File: config.mk
export PLATFORM = sky130hd
export DESIGN_NAME = param_update_lane_flat
export DESIGN_NICKNAME = d
export VERILOG_FILES = /design/src/hw/train_pkg.sv /design/src/hw/update_lane_if.sv /design/src/hw/param_update_lane.sv /design/src/flat_wrapper.sv
export SDC_FILE = /design/constraint.sdc
export NUM_CORES = 2
export LEC_CHECK = 0
export BUFFER_PORTS_ARGS = -buffer_cell sky130_fd_sc_hd__clkbuf_2
export CORE_MARGIN = 4
export CORE_UTILIZATION = 45
export DETAILED_ROUTE_END_ITERATION = 10
export GPL_ROUTABILITY_DRIVEN = 1
export GPL_TIMING_DRIVEN = 0
export PLACE_DENSITY = 0.73
export SLEW_MARGIN = 20
export SYNTH_ARGS = -nofsm -noshare
export SYNTH_HDL_FRONTEND = slang
export SYNTH_SLANG_ARGS = --single-unit
File: constraint.sdc
create_clock -name vclk -period 31.7
set_clock_uncertainty 0.2 [all_clocks]
set_input_delay 3.17 -clock vclk [all_inputs]
set_output_delay 3.17 -clock vclk [all_outputs]
set_load 0.05 [all_outputs]
File: src/hw/train_pkg.sv
// Shared word geometry and fixed-point helpers, referenced by scoped name from every RTL file
`default_nettype none

package train_pkg;

	// Word geometry, two's complement Q5.10 plus sign
	localparam int WIDTH     = 16;
	localparam int FRAC_BITS = 10;                  // Fractional bits
	localparam int INT_BITS  = 5;                   // Integer bits, sign excluded
	localparam int FI        = 4;                   // Fan-in weights per neuron
	localparam int Z         = 8;                   // Weights per transfer
	localparam int NEURONS   = Z / FI;              // Neurons served per transfer
	localparam int ETA_W     = $clog2(FRAC_BITS + 1); // Learning-rate shift field

	// Full product width before rescaling
	localparam int PROD_W = 2 * WIDTH;

	// Saturation limits of one word
	localparam logic [WIDTH-1:0] WORD_MAX = {1'b0, {(WIDTH-1){1'b1}}};
	localparam logic [WIDTH-1:0] WORD_MIN = {1'b1, {(WIDTH-1){1'b0}}};

	// Fixed-point multiply, rescale by FRAC_BITS and clamp to one word
	function automatic logic signed [WIDTH-1:0] fxp_mul(
		input logic signed [WIDTH-1:0] op_a,
		input logic signed [WIDTH-1:0] op_b
	);
		logic signed [PROD_W-1:0] prod;
		logic signed [PROD_W-1:0] scaled;
		prod   = op_a * op_b;              // Operands sign extended to PROD_W
		scaled = prod >>> FRAC_BITS;       // Back to word scaling
		// Bits above the word must all copy the sign bit, else clamp
		if (!scaled[PROD_W-1] && (|scaled[PROD_W-2:WIDTH-1]))
			return WORD_MAX;
		else if (scaled[PROD_W-1] && !(&scaled[PROD_W-2:WIDTH-1]))
			return WORD_MIN;
		else
			return scaled[WIDTH-1:0];
	endfunction

	// Wrapping add that keeps the old value when the sum overflows
	function automatic logic signed [WIDTH-1:0] guarded_add(
		input logic signed [WIDTH-1:0] old_v,
		input logic signed [WIDTH-1:0] step_v
	);
		logic signed [WIDTH-1:0] sum;
		sum = old_v + step_v; // Wraps at WIDTH
		// Same-sign operands with a flipped result sign mean wrap-around
		if ((old_v[WIDTH-1] == step_v[WIDTH-1]) && (sum[WIDTH-1] != old_v[WIDTH-1]))
			return old_v;
		return sum;
	endfunction

endpackage

`default_nettype wire

File: src/hw/update_lane_if.sv
// Parameter-update operands and results of one neuron, host side drives old values, lane side returns new ones
`timescale 1ns/10ps
`default_nettype none

interface update_lane_if;

	// Operands from the host
	logic signed [train_pkg::WIDTH-1:0] delta;              // Neuron delta
	logic signed [train_pkg::WIDTH-1:0] b;                  // Current bias
	logic signed [train_pkg::WIDTH-1:0] w    [train_pkg::FI]; // Current weights
	logic signed [train_pkg::WIDTH-1:0] a    [train_pkg::FI]; // Preceding-layer activations, non-negative

	// Results from the lane
	logic signed [train_pkg::WIDTH-1:0] b_up;                // Guarded new bias
	logic signed [train_pkg::WIDTH-1:0] w_up [train_pkg::FI]; // Guarded new weights

	modport lane (
		input  delta, b, w, a,
		output b_up, w_up
	);

	modport host (
		output delta, b, w, a,
		input  b_up, w_up
	);

endinterface

`default_nettype wire

File: src/hw/param_update_lane.sv
// Combinational bias and weight update for one neuron with the power-of-two learning rate and overflow guard
`timescale 1ns/10ps
`default_nettype none

module param_update_lane (
	update_lane_if.lane                      lane_if,
	input  wire logic [train_pkg::ETA_W-1:0] eta_shift_i // Zero disables updates
);

	logic signed [train_pkg::WIDTH-1:0] delta_neg;               // -delta, wraps
	logic signed [train_pkg::WIDTH-1:0] delta_scaled;            // -delta * eta
	logic signed [train_pkg::WIDTH-1:0] bias_step;               // Step applied to b
	logic signed [train_pkg::WIDTH-1:0] w_step [train_pkg::FI];  // Step applied to each w
	logic                               upd_en;                  // Training has started

	assign upd_en = (eta_shift_i != '0);

	// Negate before shifting, keeps one more bit of precision
	// than shifting and then negating
	assign delta_neg = -lane_if.delta;

	// eta is 2^-shift, so the multiply is an arithmetic shift
	assign delta_scaled = delta_neg >>> eta_shift_i;

	// No step at all before the first learning rate is written
	assign bias_step = upd_en ? delta_scaled : '0;

	// Bias moves by the step unless it would wrap
	assign lane_if.b_up = train_pkg::guarded_add(lane_if.b, bias_step);

	// Weight gradient is bias step times the feeding activation
	for (genvar j = 0; j < train_pkg::FI; j++)
	begin : gen_weight
		// Zero bias step gives zero weight step, so w is held too
		assign w_step[j] = train_pkg::fxp_mul(bias_step, lane_if.a[j]);

		// Sign-based guard, old=28 step=6 keeps 28 and old=1 step=-2 gives -1
		assign lane_if.w_up[j] = train_pkg::guarded_add(lane_if.w[j], w_step[j]);
	end

endmodule

`default_nettype wire

File: src/flat_wrapper.sv
// flat-port wrapper written by rule: the top's interface ports become plain ports
module param_update_lane_flat 
  (eta_shift_i, lane_if_delta, lane_if_b, lane_if_w, lane_if_a, lane_if_b_up, lane_if_w_up);
  update_lane_if lane_if_i ();
  input  wire logic [train_pkg::ETA_W-1:0] eta_shift_i;
  input wire logic [$bits(lane_if_i.delta)-1:0] lane_if_delta;
  input wire logic [$bits(lane_if_i.b)-1:0] lane_if_b;
  input wire logic [$bits(lane_if_i.w)-1:0] lane_if_w;
  input wire logic [$bits(lane_if_i.a)-1:0] lane_if_a;
  output wire logic [$bits(lane_if_i.b_up)-1:0] lane_if_b_up;
  output wire logic [$bits(lane_if_i.w_up)-1:0] lane_if_w_up;
  assign lane_if_i.delta = lane_if_delta;
  assign lane_if_i.b = lane_if_b;
  assign lane_if_i.w = {>>{lane_if_w}};
  assign lane_if_i.a = {>>{lane_if_a}};
  assign lane_if_b_up = lane_if_i.b_up;
  assign lane_if_w_up = {>>{lane_if_i.w_up}};
  param_update_lane u_core (.lane_if(lane_if_i), .eta_shift_i(eta_shift_i));
endmodule
==> results.txt <==
Iter 0 DRT Violations: 2678
relative slew slack: 0.150
number of global-route vias before repair: 37700
row cnt: 115
CP arrival: 18.25 ns
DRT Pass-1 Iters: 6
Critical Path RT: 28.33 ns
first-pass GRT wire length: 210 mm
post-synthesis net count: 6732
initial antenna violation count: 29
CP peak stage delay: 0.89 ns
sum of negative setup slack: 0 ns
most common cell after layout, fill and taps aside: inv_1
die area: 0.104 mm^2
sequential cell count: 0
Tightest Pin Transition: 1.28 ns
CP endpoint kind: output pin
Post-CTS Setup Inserts: 0
GR Util met3: 0.0714
pin count of the biggest net entering global routing: 12
# clk buffers: 0
number of I/O port buffers: 241
ANT nets after route: 0
drt total wl: 133 mm
outcome: finished clean
die outline height: 323 um
Cell variety after synth: 85
final number of setup-violating endpoints: 0
drt wl/cell: 19.9 um
CTS Hold Bufs: 0
Fill cells: 9448
Final nets: 6978
sequential-to-total area share from yosys stat: 0
Overflow after GRT: 0
Final Hold Vio Count: 0
met2 Use GR: 0.424
vias per cell: 5.37
fmax: 46.2 MHz
max-cap violations: 0
Worst Hold End: lane_if_w_up[40]
Synth-to-Final Area Change: 6.54%
DR DRC count: 0
I/O pin count: 244
Initial Utilization: 0.454
PostCTS Resize Cnt: 0
core box area: 0.0984 mm^2
Post-Syn Area per Cell: 8.72 um^2
M1 GR Usage: 0.328
GR peak layer: met2
Cell Area, Placed: 0.0475 mm^2
most frequent CP cell: fa_1
min-delay worst type: input pin to output pin
worst hold stages: 3
min Tclk post-route: 21.62 ns
crit path max fanout: 10
Die X: 323 um
routability cong.: 0.990
Crit-path slowest cell: clkbuf_1
synthesized instance count: 5127
period utilisation layout: 0.682
share of layout cells above drive strength 1: 0.0708
min-delay src: lane_if_w[40]
post-route cell area: 0.0476 mm^2
Cell Area, Synth: 0.0447 mm^2
critical path launch point type: input pin
DP HPWL: 113 mm
Setup CP Type: input pin to output pin
gr usage total: 0.260
most frequent cells in the layout: inv_1 (1262), fa_1 (1049), nand2_1 (571)
Synth warnings: 0
vias: 35900
RSZ-0062 raised after global routing: no
sequential cell area: 0 um^2
Pins Over Slew Limit: 0
==> cell usage after synthesis (7+ instances only) <==
cell      instances  area [um^2]
nor4_1            7         43.8
a21o_1           85          638
fa_1           1049        21000
o21ai_0         117          586
nand2_1         571         2140
nor2_1          119          447
o31ai_1           9         67.6
mux2i_1          13          130
mux2_2           73          822
nand2b_1         20          125
nor3_1           35          175
nand4_1          24          150
nand3_1          33          165
a31oi_1          14         87.6
mux2_4           10          150
nor2b_1          21          131
a211oi_1         16          120
o21bai_1         38          285
o211ai_1         10         75.1
or3_1            12         75.1
xnor2_1         130         1140
o21a_1           21          158
clkbuf_1        198          743
a21oi_1         154          771
inv_1          1262         4740
o21ai_1          13         65.1
buf_1             7         26.3
and2_1          463         2900
and3_1           21          131
xor2_1           69          604
ha_1            392         4900
==> worst max-delay path by stage <==
stage                     cells after the start  slack [ns]              from               end
after floorplan                              51       13.73  lane_if_delta[0]  lane_if_w_up[53]
after global placement                       46       10.38  lane_if_delta[2]  lane_if_w_up[33]
after detailed placement                     46       10.27  lane_if_delta[7]  lane_if_w_up[35]
after CTS                                    46       10.21  lane_if_delta[7]  lane_if_w_up[35]
after global routing                         45        9.31  lane_if_delta[7]  lane_if_w_up[53]
final                                        45       10.08  lane_if_delta[7]  lane_if_w_up[62]
==> stage by stage <==
stage          setup WS (ns)  std cells  hold WS, ns   util
6_report               10.08       6682         6.62  0.484
4_1_cts                10.21       6656         6.62  0.483
3_5_place_dp           10.27       6656         6.62  0.483
5_1_grt                 9.31       6665         6.64  0.484
2_1_floorplan          13.73       5127         6.36      -
3_3_place_gp           10.38       6655         6.62  0.483
==> area by class of cell <==
| cell class | count | area (um^2) | share of cell area |
|---|---|---|---|
| antenna | 24 | 60.1 | 0.00126 |
| multi-input combinational | 3648 | 39100 | 0.821 |
| tap | 1287 | 1610 | 0.0338 |
| buffer | 214 | 846 | 0.0178 |
| inverter | 1265 | 4750 | 0.0997 |
| timing repair buffer | 244 | 1240 | 0.0260 |
==> cell families after synthesis <==
family / share of synthesized area
muxes: 0.0247
AOI/OAI and AO/OA: 0.0798
buffers and inverters: 0.125
adders and majority gates: 0.580
and+or+nand+nor: 0.151
xor gates and xnor gates: 0.0397
==> routing by layer <==
layer / share of wire / vias up
met5: 0.00074 / -
met4: 0.054 / 16
met3: 0.11 / 401
met2: 0.46 / 1700
met1: 0.37 / 17800
li1: - / 15900
==> critical path: cells and delay by family <==
family / cells / cell delay [ns]
AO/OA/AOI/OAI: 14 / 3.98
XOR/XNOR: 2 / 0.57
adder cells (fa/ha/maj): 8 / 4.11
buffers and inverters: 10 / 3.41
multiplexers: 2 / 0.97
AND/OR/NAND/NOR: 9 / 1.96
