File: config.mk
export PLATFORM = sky130hd
export DESIGN_NAME = learning_rate_reg
export DESIGN_NICKNAME = d
export VERILOG_FILES = /design/src/hw/train_pkg.sv /design/src/hw/learning_rate_reg.sv
export SDC_FILE = /design/constraint.sdc
export NUM_CORES = 1
export LEC_CHECK = 0
export BUFFER_PORTS_ARGS = -buffer_cell sky130_fd_sc_hd__buf_2
export CORE_AREA = 5 5 42 44
export CTS_CLUSTER_DIAMETER = 50
export DETAILED_ROUTE_END_ITERATION = 12
export DIE_AREA = 0 0 47 49
export HOLD_SLACK_MARGIN = 0.08
export PLACE_DENSITY = 0.42
export SLEW_MARGIN = 30
export SYNTH_ARGS = -nofsm -noshare
export SYNTH_HDL_FRONTEND = slang
export SYNTH_SLANG_ARGS = --single-unit
File: constraint.sdc
create_clock -name clk -period 1.2 [get_ports clk]
set_clock_uncertainty 0.05 [all_clocks]
set_input_delay 0.24 -clock clk [delete_from_list [all_inputs] [get_ports clk]]
set_output_delay 0.24 -clock clk [all_outputs]
set_load 0.05 [all_outputs]
File: src/hw/train_pkg.sv
// Shared word geometry and fixed-point helpers, referenced by scoped name from every RTL file
`default_nettype none

package train_pkg;

	// Word geometry, two's complement Q5.10 plus sign
	localparam int WIDTH     = 16;
	localparam int FRAC_BITS = 10;                  // Fractional bits
	localparam int INT_BITS  = 5;                   // Integer bits, sign excluded
	localparam int FI        = 4;                   // Fan-in weights per neuron
	localparam int Z         = 8;                   // Weights per transfer
	localparam int NEURONS   = Z / FI;              // Neurons served per transfer
	localparam int ETA_W     = $clog2(FRAC_BITS + 1); // Learning-rate shift field

	// Full product width before rescaling
	localparam int PROD_W = 2 * WIDTH;

	// Saturation limits of one word
	localparam logic [WIDTH-1:0] WORD_MAX = {1'b0, {(WIDTH-1){1'b1}}};
	localparam logic [WIDTH-1:0] WORD_MIN = {1'b1, {(WIDTH-1){1'b0}}};

	// Fixed-point multiply, rescale by FRAC_BITS and clamp to one word
	function automatic logic signed [WIDTH-1:0] fxp_mul(
		input logic signed [WIDTH-1:0] op_a,
		input logic signed [WIDTH-1:0] op_b
	);
		logic signed [PROD_W-1:0] prod;
		logic signed [PROD_W-1:0] scaled;
		prod   = op_a * op_b;              // Operands sign extended to PROD_W
		scaled = prod >>> FRAC_BITS;       // Back to word scaling
		// Bits above the word must all copy the sign bit, else clamp
		if (!scaled[PROD_W-1] && (|scaled[PROD_W-2:WIDTH-1]))
			return WORD_MAX;
		else if (scaled[PROD_W-1] && !(&scaled[PROD_W-2:WIDTH-1]))
			return WORD_MIN;
		else
			return scaled[WIDTH-1:0];
	endfunction

	// Wrapping add that keeps the old value when the sum overflows
	function automatic logic signed [WIDTH-1:0] guarded_add(
		input logic signed [WIDTH-1:0] old_v,
		input logic signed [WIDTH-1:0] step_v
	);
		logic signed [WIDTH-1:0] sum;
		sum = old_v + step_v; // Wraps at WIDTH
		// Same-sign operands with a flipped result sign mean wrap-around
		if ((old_v[WIDTH-1] == step_v[WIDTH-1]) && (sum[WIDTH-1] != old_v[WIDTH-1]))
			return old_v;
		return sum;
	endfunction

endpackage

`default_nettype wire

File: src/hw/learning_rate_reg.sv
// Learning-rate shift register, written by the host and read by every update lane
`timescale 1ns/10ps
`default_nettype none

module learning_rate_reg (
	input  wire logic                        clk,
	input  wire logic                        rst_n_i,
	input  wire logic                        eta_we_i,    // Load strobe
	input  wire logic [train_pkg::ETA_W-1:0] eta_shift_i, // New shift, eta = 2^-shift
	output      logic [train_pkg::ETA_W-1:0] eta_shift_o
);

	logic [train_pkg::ETA_W-1:0] eta_shift_q;

	// Zero after reset keeps the lanes from updating anything
	always_ff @(posedge clk)
	begin
		if (!rst_n_i)
		begin
			eta_shift_q <= '0;
		end
		else if (eta_we_i)
		begin
			eta_shift_q <= eta_shift_i; // Seen by operands from the next edge on
		end
	end

	assign eta_shift_o = eta_shift_q;

endmodule

`default_nettype wire

==> impl_results.html <==
<table>
<tr><th>Metric</th><th>Value</th></tr>
<tr><th colspan="2">Setup path</th></tr>
<tr><td>Critical path type</td><td>reg -&gt; out</td></tr>
<tr><td>Slowest Stage Delay on Critical Path</td><td>0.32 ns</td></tr>
<tr><td>Critical path capture point type</td><td>output pin</td></tr>
<tr><td>Buffering stage count on the worst path with inverters included</td><td>1</td></tr>
<tr><td>Cell class contributing the biggest share of worst-path delay</td><td>flip-flops</td></tr>
<tr><td>Critical path startpoint category</td><td>flip-flop</td></tr>
<tr><td>Worst R2R Setup Slack</td><td>0.56 ns</td></tr>
<tr><td>Worst Path Required</td><td>roughly 0.91 ns</td></tr>
<tr><td>Data arrival time at the worst-slack endpoint</td><td>a little over 0.8 ns</td></tr>
<tr><td>Slowest cell on the critical path</td><td>dfxtp_1</td></tr>
<tr><td>Ordered cell list for the critical path</td><td>buf_2</td></tr>
<tr><td>Worst-path maximum fanout</td><td>2</td></tr>
<tr><th colspan="2">Cells and area</th></tr>
<tr><td>Ant. Diodes</td><td>0</td></tr>
<tr><td>Flip-flop count of the largest register after layout</td><td>4</td></tr>
<tr><td>Leading cell types in the layout, fill and taps excluded</td><td>buf_2 (10), mux2i_1 (4), nor2b_1 (4), dfxtp_1 (4), clkbuf_4 (3)</td></tr>
<tr><td>Area growth from synthesis to layout</td><td>52.0%</td></tr>
<tr><td>Most common cell after layout, fill and taps aside</td><td>buf_2</td></tr>
<tr><td>Layout Cell Area excl Fill</td><td>238 um2</td></tr>
<tr><td>Fraction of final layout cells with drive strength greater than 1</td><td>52.0%</td></tr>
<tr><td># fillers</td><td>172</td></tr>
<tr><td>Final Net Count</td><td>34</td></tr>
<tr><th colspan="2">Die</th></tr>
<tr><td>Initial Util</td><td>11.2%</td></tr>
<tr><td>Core area</td><td>0.00140 mm2</td></tr>
<tr><td>Io pins</td><td>11</td></tr>
<tr><td>Die height</td><td>49 um</td></tr>
<tr><td>Die outline area</td><td>0.00230 mm2</td></tr>
<tr><td>Floorplan die width</td><td>47 um</td></tr>
<tr><td>Std-Cell Rows</td><td>14</td></tr>
<tr><th colspan="2">Logic synthesis</th></tr>
<tr><td>Sequential cell area fraction in the yosys report</td><td>51.2%</td></tr>
<tr><td>Mean Syn Cell Area</td><td>about 12 um2</td></tr>
<tr><td>Flop and latch count out of synthesis</td><td>4</td></tr>
<tr><td>YS warnings</td><td>0</td></tr>
<tr><td>Number of instances in the synthesized netlist</td><td>13</td></tr>
<tr><td>Yosys cell types</td><td>4</td></tr>
<tr><td>Number of nets in the synthesized netlist</td><td>20</td></tr>
<tr><td>Synthesized cell area</td><td>~160 um2</td></tr>
<tr><th colspan="2">STA</th></tr>
<tr><td>Worst setup margin</td><td>0.0900 ns</td></tr>
<tr><td>Max transition margin</td><td>83.0%</td></tr>
<tr><td>Final Setup Violations</td><td>0</td></tr>
<tr><td>Unrepaired setup endpoints after global routing</td><td>false</td></tr>
<tr><td>Max Freq</td><td>about 900 MHz</td></tr>
<tr><td>Tcrit/Tclk final</td><td>92.5%</td></tr>
<tr><td>Sum of negative setup slack</td><td>0 ns</td></tr>
<tr><td>Max-slew violation total from the final report</td><td>0</td></tr>
<tr><td>Hold violation total from the final report</td><td>0</td></tr>
<tr><td>Min cycle time layout</td><td>roughly 1.1 ns</td></tr>
<tr><td>Actual transition at the worst max-transition pin</td><td>around 0.26 ns</td></tr>
<tr><th colspan="2">Drt</th></tr>
<tr><td>First-iteration detailed-routing DRC count</td><td>1</td></tr>
<tr><td>Antenna Violating Nets Remaining</td><td>0</td></tr>
<tr><td>Routed WL</td><td>410 um</td></tr>
<tr><td>Post-detailed-route wirelength per cell</td><td>10.0 um</td></tr>
<tr><td>Pre-antenna DRT Iters</td><td>2</td></tr>
<tr><td>Via count</td><td>129</td></tr>
<tr><td># DRC</td><td>0</td></tr>
<tr><td>Vias per cell</td><td>3.15</td></tr>
<tr><th colspan="2">Clock tree</th></tr>
<tr><td>Number of sinks on the clock net</td><td>4</td></tr>
<tr><td>Number of H-tree branching levels</td><td>1</td></tr>
<tr><td>Hold buffer count at CTS</td><td>0</td></tr>
<tr><td>CTS root buf</td><td>clkbuf_4</td></tr>
<tr><td>Number of CTS-inserted buffers</td><td>3</td></tr>
<tr><td>Clock transition at the register clock pins on the worst setup and hold paths after CTS</td><td>~0.040 ns</td></tr>
<tr><td>Buffer count from post-CTS setup fixing</td><td>0</td></tr>
<tr><td># resized after CTS</td><td>0</td></tr>
<tr><td>Clock tree from TritonCTS</td><td>yes</td></tr>
<tr><td>Maximum clock path buffer count</td><td>2</td></tr>
<tr><td>Worst skew pair latency</td><td>0.23 ns</td></tr>
<tr><th colspan="2">GRT</th></tr>
<tr><td>Antenna violations before repair</td><td>0</td></tr>
<tr><td>GRT Residual Overflow</td><td>0</td></tr>
<tr><td>Pin count of the biggest net entering global routing</td><td>5</td></tr>
<tr><td>Global-route wire length before repair</td><td>614 um</td></tr>
<tr><td>Global-route usage over all layers</td><td>4.23%</td></tr>
<tr><td>Vias in the first global route</td><td>151</td></tr>
<tr><th colspan="2">Power and ir drop</th></tr>
<tr><td>Pwr dens</td><td>1570 mW/mm2</td></tr>
<tr><td>Max rail drop VDD</td><td>between 300 and 400 uV</td></tr>
<tr><td>P_leak</td><td>0.121 nW</td></tr>
<tr><th colspan="2">Run</th></tr>
<tr><td># Max-Cap Violations</td><td>0</td></tr>
<tr><th colspan="2">Status</th></tr>
<tr><td>Status</td><td>finished, final reports clean</td></tr>
<tr><th colspan="2">Placement</th></tr>
<tr><td>Pre-CTS setup slack</td><td>0.332 ns</td></tr>
<tr><td>Area after detailed placement</td><td>215 um2</td></tr>
<tr><td>Placer Congestion</td><td>0.592</td></tr>
<tr><td>Number of buffers added on ports</td><td>10</td></tr>
<tr><th colspan="2">Hold path</th></tr>
<tr><td>Hold/Removal Path Class</td><td>in -&gt; reg</td></tr>
</table>
## stage by stage
| step | hold WS (ns) | util, % | power (mW) | std cells |
|---|---|---|---|---|
| 2_1_floorplan | 0.318 | - | 0.194 | 13 |
| 3_3_place_gp | 0.444 | 15.4 | 0.211 | 38 |
| 3_5_place_dp | 0.447 | 15.4 | 0.211 | 38 |
| 4_1_cts | 0.200 | 17.0 | 0.386 | 41 |
| 5_1_grt | 0.235 | 17.0 | 0.391 | 41 |
| 6_report | 0.205 | 17.0 | 0.374 | 41 |
## power by group
group          internal, mW  switching (mW)  leakage (nW)  total, mW
combinational        0.0218          0.0410        0.0743     0.0629
sequential            0.142         0.00337        0.0330      0.145
clock                 0.112          0.0540        0.0138      0.166
total                 0.275          0.0984         0.121      0.374
## logic make-up after synthesis
| kind of cell | share of synthesized area [%] |
|---|---|
| simple gates | 16.0 |
| buf+inv | 7.20 |
| mux | 25.6 |
| flops | 51.2 |
## Yosys cell counts
cell type	number	area [um2]
dfxtp_1	4	80.1
buf_6	1	11.3
mux2i_1	4	40.0
nor2b_1	4	25.0
## metal layers
layer | up-vias | global-route usage [%] | wire [um]
li1 | 66 | - | -
met1 | 53 | 4.84 | 212
met2 | 10 | 3.85 | 136
met3 | 0 | 3.32 | 60
met4 | 0 | 5.53 | 0
met5 | - | 0 | 0
## path summary, 6_finish.rpt
path                                      from             end  cells after the start
worst max-delay path            eta_shift_o[0]  eta_shift_o[0]                      1
worst min-delay path                   rst_n_i  eta_shift_o[3]                      2
worst max register to register  eta_shift_o[1]  eta_shift_o[1]                      2
worst min register to register  eta_shift_o[3]  eta_shift_o[3]                      2
## layout make-up
cell class / count / area [um2] / area share [%]
Clock buffer: 3 / 22.5 / 9.47
Multi-Input combinational cell: 8 / 65.1 / 27.4
Sequential cell: 4 / 80.1 / 33.7
Tap cell: 16 / 20.0 / 8.42
Timing Repair Buffer: 10 / 50.0 / 21.1
(Power assumes the default switching activity.)
